### src/verilog/ct_fcnvt_htos_pkg.sv
////////////////////////////////////////////////////////////////////////////
// Half to single conversion package
// Format widths, exponent adjust constants, buffer and credit sizes,
// and the operand class passed between the pipeline stages
////////////////////////////////////////////////////////////////////////////

package ct_fcnvt_htos_pkg;

  // Operand and result widths
  localparam int HALF_W        = 16;
  localparam int SINGLE_W      = 32;
  localparam int HALF_FRAC_W   = 10;
  localparam int HALF_EXP_W    = 5;
  localparam int SINGLE_EXP_W  = 8;
  localparam int SINGLE_FRAC_W = 23;

  // Leading-one shifter exponent code
  localparam int SH_CNT_W = 6;

  // Half exponent field of all ones marks infinity or NaN
  localparam logic [HALF_EXP_W-1:0] HALF_EXP_MAX = '1;

  // Single exponent for infinity and NaN
  localparam logic [SINGLE_EXP_W-1:0] SINGLE_EXP_MAX = '1;

  // Shifter code 0x31 -> 112, code 0x28 -> 103
  localparam logic [SINGLE_EXP_W-1:0] SUB_EXP_ADJ = 8'd63;

  // Bias 127 minus bias 15
  localparam logic [SINGLE_EXP_W-1:0] NORM_EXP_ADJ = 8'd112;

  // Input buffer size, also the upstream credit count at reset
  localparam int IN_DEPTH = 4;
  localparam int PTR_W    = $clog2(IN_DEPTH);

  // Credits held toward the consumer after reset
  localparam int OUT_CREDITS = 4;

  // Credit and occupancy counters, wide enough for 0..4
  localparam int CNT_W = 3;

  // Operand class, decided in the norm stage
  typedef enum logic [2:0] {
    HTOS_ZERO = 3'd0,
    HTOS_SUB  = 3'd1,
    HTOS_NORM = 3'd2,
    HTOS_INF  = 3'd3,
    HTOS_QNAN = 3'd4,
    HTOS_SNAN = 3'd5
  } htos_class_t;

endpackage

### src/verilog/ct_fcnvt_htos_issue_q.sv
////////////////////////////////////////////////////////////////////////////
// Issue queue for the half to single converter
// Buffers incoming halves and returns one upstream credit per pop.
// Issue is gated by the credits held toward the consumer.
////////////////////////////////////////////////////////////////////////////

`timescale 1ns/10ps

module ct_fcnvt_htos_issue_q (
  input  logic                                 forever_cpuclk,
  input  logic                                 rst_n,
  input  logic                                 in_valid,
  input  logic [ct_fcnvt_htos_pkg::HALF_W-1:0] in_half,
  input  logic                                 out_credit,
  output logic                                 in_credit,
  output logic                                 issue_valid,
  output logic [ct_fcnvt_htos_pkg::HALF_W-1:0] issue_half
);

  import ct_fcnvt_htos_pkg::*;

  logic [HALF_W-1:0] buf_mem [IN_DEPTH];
  logic [PTR_W-1:0]  wr_ptr;
  logic [PTR_W-1:0]  rd_ptr;
  logic [CNT_W-1:0]  occ_cnt;
  logic [CNT_W-1:0]  crd_cnt;
  logic              buf_pop;

  // Pop needs an entry and a downstream credit
  assign buf_pop = (occ_cnt != '0) && (crd_cnt != '0);

  // Head goes straight to the norm stage
  assign issue_valid = buf_pop;
  assign issue_half  = buf_mem[rd_ptr];

  // Freed slot goes back upstream in the pop cycle
  assign in_credit = buf_pop;

  // Storage, no reset needed
  always_ff @(posedge forever_cpuclk) begin
    if (in_valid) begin
      buf_mem[wr_ptr] <= in_half;
    end
  end

  // Pointers wrap on their own, depth is a power of two
  always_ff @(posedge forever_cpuclk) begin
    if (!rst_n) begin
      wr_ptr <= '0;
      rd_ptr <= '0;
    end else begin
      if (in_valid) begin
        wr_ptr <= wr_ptr + 1'b1;
      end
      if (buf_pop) begin
        rd_ptr <= rd_ptr + 1'b1;
      end
    end
  end

  // Occupancy, push and pop may coincide
  always_ff @(posedge forever_cpuclk) begin
    if (!rst_n) begin
      occ_cnt <= '0;
    end else begin
      case ({in_valid, buf_pop})
        2'b10:   occ_cnt <= occ_cnt + 1'b1;
        2'b01:   occ_cnt <= occ_cnt - 1'b1;
        default: occ_cnt <= occ_cnt;
      endcase
    end
  end

  // Downstream credits
  // Spent on issue, returned by an out_credit pulse
  always_ff @(posedge forever_cpuclk) begin
    if (!rst_n) begin
      crd_cnt <= CNT_W'(OUT_CREDITS);
    end else begin
      case ({buf_pop, out_credit})
        2'b10:   crd_cnt <= crd_cnt - 1'b1;
        2'b01:   crd_cnt <= crd_cnt + 1'b1;
        default: crd_cnt <= crd_cnt;
      endcase
    end
  end

endmodule

### src/verilog/ct_fcnvt_htos_norm.sv
////////////////////////////////////////////////////////////////////////////
// Norm stage of the half to single converter
// Classifies the half operand, normalizes subnormals through the
// leading-one shifter and forms the biased single exponent
////////////////////////////////////////////////////////////////////////////

`timescale 1ns/10ps

module ct_fcnvt_htos_norm (
  input  logic                                        forever_cpuclk,
  input  logic                                        rst_n,
  input  logic                                        issue_valid,
  input  logic [ct_fcnvt_htos_pkg::HALF_W-1:0]        issue_half,
  output logic                                        norm_valid,
  output logic                                        norm_sign,
  output logic [ct_fcnvt_htos_pkg::SINGLE_EXP_W-1:0]  norm_exp,
  output logic [ct_fcnvt_htos_pkg::HALF_FRAC_W-1:0]   norm_frac,
  output ct_fcnvt_htos_pkg::htos_class_t              norm_class
);

  import ct_fcnvt_htos_pkg::*;

  logic [HALF_EXP_W-1:0]   half_exp;
  logic [HALF_FRAC_W-1:0]  half_frac;
  logic [SH_CNT_W-1:0]     sh_cnt;
  logic [HALF_FRAC_W:0]    sh_f_v;
  htos_class_t             cls_nxt;
  logic [SINGLE_EXP_W-1:0] exp_nxt;
  logic [HALF_FRAC_W-1:0]  frac_nxt;

  assign half_exp  = issue_half[HALF_W-2 -: HALF_EXP_W];
  assign half_frac = issue_half[HALF_FRAC_W-1:0];

  // Leading-one search for subnormal inputs
  ct_fcnvt_htos_sh i_sh (
    .htos_sh_src (half_frac),
    .htos_sh_cnt (sh_cnt),
    .htos_sh_f_v (sh_f_v)
  );

  // Class from exponent field and fraction
  always_comb begin
    if (half_exp == '0) begin
      cls_nxt = (half_frac == '0) ? HTOS_ZERO : HTOS_SUB;
    end else if (half_exp == HALF_EXP_MAX) begin
      if (half_frac == '0) begin
        cls_nxt = HTOS_INF;
      end else if (half_frac[HALF_FRAC_W-1]) begin
        cls_nxt = HTOS_QNAN;
      end else begin
        // Top fraction bit clear, payload non-zero
        cls_nxt = HTOS_SNAN;
      end
    end else begin
      cls_nxt = HTOS_NORM;
    end
  end

  // Exponent and fraction per class
  always_comb begin
    case (cls_nxt)
      HTOS_ZERO: begin
        exp_nxt  = '0;
        frac_nxt = '0;
      end
      HTOS_SUB: begin
        // Hidden one dropped, bit 10 of the shifted value
        exp_nxt  = {2'b00, sh_cnt} + SUB_EXP_ADJ;
        frac_nxt = sh_f_v[HALF_FRAC_W-1:0];
      end
      HTOS_NORM: begin
        exp_nxt  = {3'b000, half_exp} + NORM_EXP_ADJ;
        frac_nxt = half_frac;
      end
      default: begin
        // Infinity and both NaNs keep the payload
        exp_nxt  = SINGLE_EXP_MAX;
        frac_nxt = half_frac;
      end
    endcase
  end

  always_ff @(posedge forever_cpuclk) begin
    if (!rst_n) begin
      norm_valid <= 1'b0;
    end else begin
      norm_valid <= issue_valid;
    end
  end

  // Payload follows valid, no reset
  always_ff @(posedge forever_cpuclk) begin
    if (issue_valid) begin
      norm_sign  <= issue_half[HALF_W-1];
      norm_exp   <= exp_nxt;
      norm_frac  <= frac_nxt;
      norm_class <= cls_nxt;
    end
  end

endmodule

### src/verilog/ct_fcnvt_htos_pack.sv
////////////////////////////////////////////////////////////////////////////
// Pack stage of the half to single converter
// Quiets signaling NaNs, builds the single result and raises invalid
////////////////////////////////////////////////////////////////////////////

`timescale 1ns/10ps

module ct_fcnvt_htos_pack (
  input  logic                                       forever_cpuclk,
  input  logic                                       rst_n,
  input  logic                                       norm_valid,
  input  logic                                       norm_sign,
  input  logic [ct_fcnvt_htos_pkg::SINGLE_EXP_W-1:0] norm_exp,
  input  logic [ct_fcnvt_htos_pkg::HALF_FRAC_W-1:0]  norm_frac,
  input  ct_fcnvt_htos_pkg::htos_class_t             norm_class,
  output logic                                       out_valid,
  output logic [ct_fcnvt_htos_pkg::SINGLE_W-1:0]     out_result,
  output logic                                       out_nv
);

  import ct_fcnvt_htos_pkg::*;

  logic [HALF_FRAC_W-1:0]   frac_q;
  logic [SINGLE_FRAC_W-1:0] single_frac;
  logic                     nv_nxt;

  // Signaling NaN gets its quiet bit and flags invalid
  assign nv_nxt = (norm_class == HTOS_SNAN);
  assign frac_q = nv_nxt ? (norm_frac | {1'b1, {(HALF_FRAC_W-1){1'b0}}}) : norm_frac;

  // Widening is exact, low 13 bits always zero
  assign single_frac = {frac_q, {(SINGLE_FRAC_W-HALF_FRAC_W){1'b0}}};

  always_ff @(posedge forever_cpuclk) begin
    if (!rst_n) begin
      out_valid <= 1'b0;
    end else begin
      out_valid <= norm_valid;
    end
  end

  // Sign passes through for every class
  always_ff @(posedge forever_cpuclk) begin
    if (norm_valid) begin
      out_result <= {norm_sign, norm_exp, single_frac};
      out_nv     <= nv_nxt;
    end
  end

endmodule

### src/verilog/ct_fcnvt_htos_sh.sv
////////////////////////////////////////////////////////////////////////////
// Leading-one shifter for half subnormal fractions
// Aligns the first set bit to the top and returns the exponent code,
// 0x31 for bit 9 down to 0x28 for bit 0, zero for a zero fraction
////////////////////////////////////////////////////////////////////////////

`timescale 1ns/10ps

module ct_fcnvt_htos_sh (
  input  logic [ct_fcnvt_htos_pkg::HALF_FRAC_W-1:0] htos_sh_src,
  output logic [ct_fcnvt_htos_pkg::SH_CNT_W-1:0]    htos_sh_cnt,
  output logic [ct_fcnvt_htos_pkg::HALF_FRAC_W:0]   htos_sh_f_v
);

  import ct_fcnvt_htos_pkg::*;

  // Priority on the leading one
  // Bit 10 of the result holds the hidden one
  always_comb begin
    casez (htos_sh_src)
      10'b1?????????: begin
        htos_sh_f_v = {htos_sh_src, 1'b0};
        htos_sh_cnt = 6'h31;
      end
      10'b01????????: begin
        htos_sh_f_v = {htos_sh_src[8:0], 2'b0};
        htos_sh_cnt = 6'h30;
      end
      10'b001???????: begin
        htos_sh_f_v = {htos_sh_src[7:0], 3'b0};
        htos_sh_cnt = 6'h2f;
      end
      10'b0001??????: begin
        htos_sh_f_v = {htos_sh_src[6:0], 4'b0};
        htos_sh_cnt = 6'h2e;
      end
      10'b00001?????: begin
        htos_sh_f_v = {htos_sh_src[5:0], 5'b0};
        htos_sh_cnt = 6'h2d;
      end
      10'b000001????: begin
        htos_sh_f_v = {htos_sh_src[4:0], 6'b0};
        htos_sh_cnt = 6'h2c;
      end
      10'b0000001???: begin
        htos_sh_f_v = {htos_sh_src[3:0], 7'b0};
        htos_sh_cnt = 6'h2b;
      end
      10'b00000001??: begin
        htos_sh_f_v = {htos_sh_src[2:0], 8'b0};
        htos_sh_cnt = 6'h2a;
      end
      10'b000000001?: begin
        htos_sh_f_v = {htos_sh_src[1:0], 9'b0};
        htos_sh_cnt = 6'h29;
      end
      10'b0000000001: begin
        htos_sh_f_v = {htos_sh_src[0], 10'b0};
        // Smallest subnormal, 2^-24
        htos_sh_cnt = 6'h28;
      end
      default: begin
        // No leading one at all
        htos_sh_f_v = '0;
        htos_sh_cnt = '0;
      end
    endcase
  end

endmodule

### src/verilog/ct_fcnvt_htos_top.sv
////////////////////////////////////////////////////////////////////////////
// Half to single conversion top level
// Credit-controlled issue queue followed by the norm and pack stages
////////////////////////////////////////////////////////////////////////////

`timescale 1ns/10ps

module ct_fcnvt_htos_top (
  input  logic                                   forever_cpuclk,
  input  logic                                   rst_n,
  input  logic                                   in_valid,
  input  logic [ct_fcnvt_htos_pkg::HALF_W-1:0]   in_half,
  input  logic                                   out_credit,
  output logic                                   in_credit,
  output logic                                   out_valid,
  output logic [ct_fcnvt_htos_pkg::SINGLE_W-1:0] out_result,
  output logic                                   out_nv
);

  import ct_fcnvt_htos_pkg::*;

  logic                    issue_valid;
  logic [HALF_W-1:0]       issue_half;
  logic                    norm_valid;
  logic                    norm_sign;
  logic [SINGLE_EXP_W-1:0] norm_exp;
  logic [HALF_FRAC_W-1:0]  norm_frac;
  htos_class_t             norm_class;

  // Buffer and downstream credit gate
  ct_fcnvt_htos_issue_q i_issue_q (
    .forever_cpuclk (forever_cpuclk),
    .rst_n          (rst_n),
    .in_valid       (in_valid),
    .in_half        (in_half),
    .out_credit     (out_credit),
    .in_credit      (in_credit),
    .issue_valid    (issue_valid),
    .issue_half     (issue_half)
  );

  ct_fcnvt_htos_norm i_norm (
    .forever_cpuclk (forever_cpuclk),
    .rst_n          (rst_n),
    .issue_valid    (issue_valid),
    .issue_half     (issue_half),
    .norm_valid     (norm_valid),
    .norm_sign      (norm_sign),
    .norm_exp       (norm_exp),
    .norm_frac      (norm_frac),
    .norm_class     (norm_class)
  );

  // Result two cycles after issue
  ct_fcnvt_htos_pack i_pack (
    .forever_cpuclk (forever_cpuclk),
    .rst_n          (rst_n),
    .norm_valid     (norm_valid),
    .norm_sign      (norm_sign),
    .norm_exp       (norm_exp),
    .norm_frac      (norm_frac),
    .norm_class     (norm_class),
    .out_valid      (out_valid),
    .out_result     (out_result),
    .out_nv         (out_nv)
  );

endmodule
### config.mk
export PLATFORM = sky130hd
export DESIGN_NAME = ct_fcnvt_htos_top
export DESIGN_NICKNAME = d
export VERILOG_FILES = /design/src/verilog/ct_fcnvt_htos_pkg.sv /design/src/verilog/ct_fcnvt_htos_issue_q.sv /design/src/verilog/ct_fcnvt_htos_norm.sv /design/src/verilog/ct_fcnvt_htos_pack.sv /design/src/verilog/ct_fcnvt_htos_sh.sv /design/src/verilog/ct_fcnvt_htos_top.sv
export SDC_FILE = /design/constraint.sdc
export NUM_CORES = 1
export LEC_CHECK = 0
export BUFFER_PORTS_ARGS = -buffer_cell sky130_fd_sc_hd__clkbuf_2
export CORE_ASPECT_RATIO = 1.25
export CORE_MARGIN = 2
export CORE_UTILIZATION = 50
export CTS_BUF_LIST = sky130_fd_sc_hd__clkbuf_8 sky130_fd_sc_hd__clkbuf_16
export DETAILED_ROUTE_END_ITERATION = 6
export GPL_ROUTABILITY_DRIVEN = 0
export GPL_TIMING_DRIVEN = 0
export PLACE_DENSITY = 0.7
export SYNTH_ARGS = -nofsm -noshare
export SYNTH_HDL_FRONTEND = slang
export SYNTH_SLANG_ARGS = --single-unit
### constraint.sdc
create_clock -name forever_cpuclk -period 4 [get_ports forever_cpuclk]
set_input_delay 0.2 -clock forever_cpuclk [delete_from_list [all_inputs] [get_ports forever_cpuclk]]
set_output_delay 0.2 -clock forever_cpuclk [all_outputs]
set_load 0.05 [all_outputs]
==> flow_summary_export.csv <==
group,metric,value,unit
cts,clkLatencyLatePin,0.41,ns
drt,vias,2880,
grt,grt_pass1_vias,2755,
worst_setup_path,endpoint_kind,"flip-flop",
drt,drc,0,
synth,ys_ff_latch,120,
sta,rsz0062_at_grt,"false",
cts,cts_buffers,17,
synth,synthTopCellsByCount,"edfxtp_1 (106), buf_4 (16), inv_1 (15), dfxtp_1 (14), o21ai_0 (14)",
final_layout,drive_gt1_share,27.86,%
synth,synth-seq-area-share,67.89,%
sta,fmax,0.3158,GHz
synth,synthArstFlopShare,0,%
pwr,ir_worst_vdd,0.3363,mV
placement,io_buffers,41,
cts,clockBufferDepth,2,
synth,ys.flop_type,"edfxtp_1",
grt,grt_pass1_wl,13.30,mm
final_layout,nFillCells,762,
cts,postCtsResizedCells,0,
worst_setup_path,criticalPathCategory,"reg -> reg",
drt,avgViaCountPerCell,5.246,
synth,yosysMostFrequentCell,"edfxtp_1",
worst_setup_path,cp.arrival,3.41,ns
floorplan,core,10000,um^2
drt,dr.pass1.iters,5,
final_layout,nets,436,
floorplan,num_rows,41,
cts,tritoncts,"built",
final_layout,regArea,3463,um^2
synth,syn_avg_cell_area,15.84,um^2
cts,root_buffer,"clkbuf_16",
synth,synthTopCellsByArea,"edfxtp_1 (62%), dfxtp_1 (5.5%), mux4_2 (4.9%)",
sta,fin_setup_tns,0,ns
synth,syn_area,5101,um^2
synth,synth_top_area_share,62.40,%
worst_setup_path,required,4.25,ns
sta,finalMaxSlewViolations,0,
worst_setup_path,crit_path_max_fanout,10,
final_layout,multi_input_area,1428,um^2
floorplan,die_x,94.34,um
cts,cts.sinks,120,
sta,relSlewSlack,42.53,%
synth,synth_largest_area_cell,"edfxtp_1",
drt,finalWirelength,8.051,mm
final_layout,syn2layout_area_growth,21.66,%
run_status,status,"complete, no violations",
cts,clkTransAtPathRegs,0.06,ns
grt,grt_max_degree,23,
synth,ys_types,57,
drt,post_drt_wl_per_cell,14.66,um
worst_setup_path,start_kind,"flip-flop",
sta,setup_viol,0,
floorplan,dieArea,11030,um^2
grt,gr-total-overflow,0,
floorplan,io_pins,55,
cts,htree_levels,4,
sta,fin_crit_sh,79.16,%
grt,grt_usage,16.38,%
synth,synth_edf_count,106,
placement,dp_hpwl,5.273,mm
sta,skew,0.006985,ns
sta,worst_slew_pin_slew,0.8620,ns
drt,drt-initial-drc-count,375,
sta,hold_viol_final,0,
synth,synth_warnings,0,
flow_run,cap_violations,0,
sta,period_needed,3.167,ns
pwr,p_leak,0.002266,uW
synth,netlist_instances,322,
drt,ant_nets,0,
grt,grt_antenna_before_repair,0,
pwr,p_per_area,742.4,nW/um^2
sta,worst_hold_slack,0.02150,ns
floorplan,die_h,116.9,um
floorplan,initial_core_util,50.99,%
final_layout,diodes,0,
hold_path,hold_path.class,"in -> reg",
where the power goes:
group / internal [uW] / total (uW) / switching, uW
sequential: 1730 / 1830 / 97.5
combinational: 514 / 1400 / 885
clock: 851 / 1380 / 529
total: 3100 / 4610 / 1510
metal layers:
| metal | GRT usage, % | part of all wire, % | up-vias |
|---|---|---|---|
| met3 | 6.274 | 5.7 | 20 |
| met1 | 19.48 | 42 | 1376 |
| met2 | 26.14 | 51 | 107 |
| met5 | 0 | 0 | - |
| li1 | - | - | 1377 |
| met4 | 8.406 | 2.2 | 0 |
worst max-delay path, stage by stage, from the launching register on:
cell	delay [ns]
dfxtp_1	0.30
buf_2	0.20
clkbuf_1	0.52
mux4_2	0.47
nor4_4	0.46
nand2_1	0.19
o211a_1	0.28
ha_1	0.22
o21a_1	0.20
o21ai_0	0.16
state kept, by name (all words and copies together), names as in the netlist, named ones only:
name and flops:
i_pack.out_result 19, i_norm.norm_sign 1, i_norm.norm_class 3, i_issue_q.wr_ptr 2
i_norm.norm_valid 1, i_pack.out_valid 1, i_norm.norm_frac 10, i_issue_q.crd_cnt 3
i_norm.norm_exp 8, i_pack.out_nv 1, i_issue_q.buf_mem 64, i_issue_q.occ_cnt 3
i_issue_q.rd_ptr 2
area by class of cell:
| cell class | instances | share of cell area [%] |
|---|---|---|
| Inverter | 16 | 0.9677 |
| Tap cell | 129 | 2.601 |
| Multi-Input combinational cell | 173 | 23.00 |
| Buffer | 25 | 3.185 |
| Sequential cell | 120 | 55.81 |
| Timing Repair Buffer | 54 | 5.484 |
| Clock inverter | 15 | 2.097 |
| Clock buffer | 17 | 6.855 |
layout by cell type (no fill, tap or decap), drive strengths merged, types with 4 or more instances in the layout:
cell type    count
a21oi            8
and2            13
buf             22
clkbuf          62
clkinv           8
clkinvlp         5
conb            13
dfxtp           14
dlygate4sd3     12
edfxtp         106
ha               7
inv             17
mux4            16
nand2           14
nand3            5
nor2            11
nor2b            9
nor3             7
o21ai           17
o22ai            7
xnor2            4
xor2             4
kinds of logic (layout without fill, tap and decap cells):
| logic type | count (synthesis) | after routing | synth area share [%] |
|---|---|---|---|
| compound gates | 54 | 54 | 6.868 |
| xor+xnor | 8 | 8 | 1.373 |
| fa+ha+maj | 9 | 9 | 2.502 |
| buf+inv | 41 | 127 | 5.053 |
| flops | 120 | 120 | 67.89 |
| mux | 19 | 19 | 8.021 |
| other cells | 1 | 13 | 0.07351 |
| simple gates | 70 | 70 | 8.217 |
path summary, 6_finish.rpt:
kind | cells after the start | from | endpoint | slack, ns
max | 9 | flip-flop | i_norm.norm_exp[4] | 0.83
min | 1 | in_half[0] | i_issue_q.buf_mem[2][0] | 0.02
max reg2reg | 9 | flip-flop | i_norm.norm_exp[4] | 0.83
min reg2reg | 0 | i_norm.norm_exp[4] | i_pack.out_result[27] | 0.41
per-stage QoR:
stage / power (uW) / setup slack, ns / cells / utilization, % / instance area [um^2]
floorplan: 2932 / 0.3226 / 334 / - / 5146
global placement: 3191 / 0.5238 / 504 / 55.11 / 5513
detailed placement: 3243 / 0.8542 / 505 / 55.28 / 5530
CTS: 4649 / 0.8216 / 549 / 62.04 / 6206
global route: 4869 / 0.5936 / 549 / 62.04 / 6206
finish: 4608 / 0.8335 / 549 / 62.04 / 6206
what timing repair did:
action                                 in CTS  in global routing
hold buffers                               12                  0
endpoints found under the hold margin      48                  0
setup buffers                               0                  0
Power figures use the tool's default switching activity.
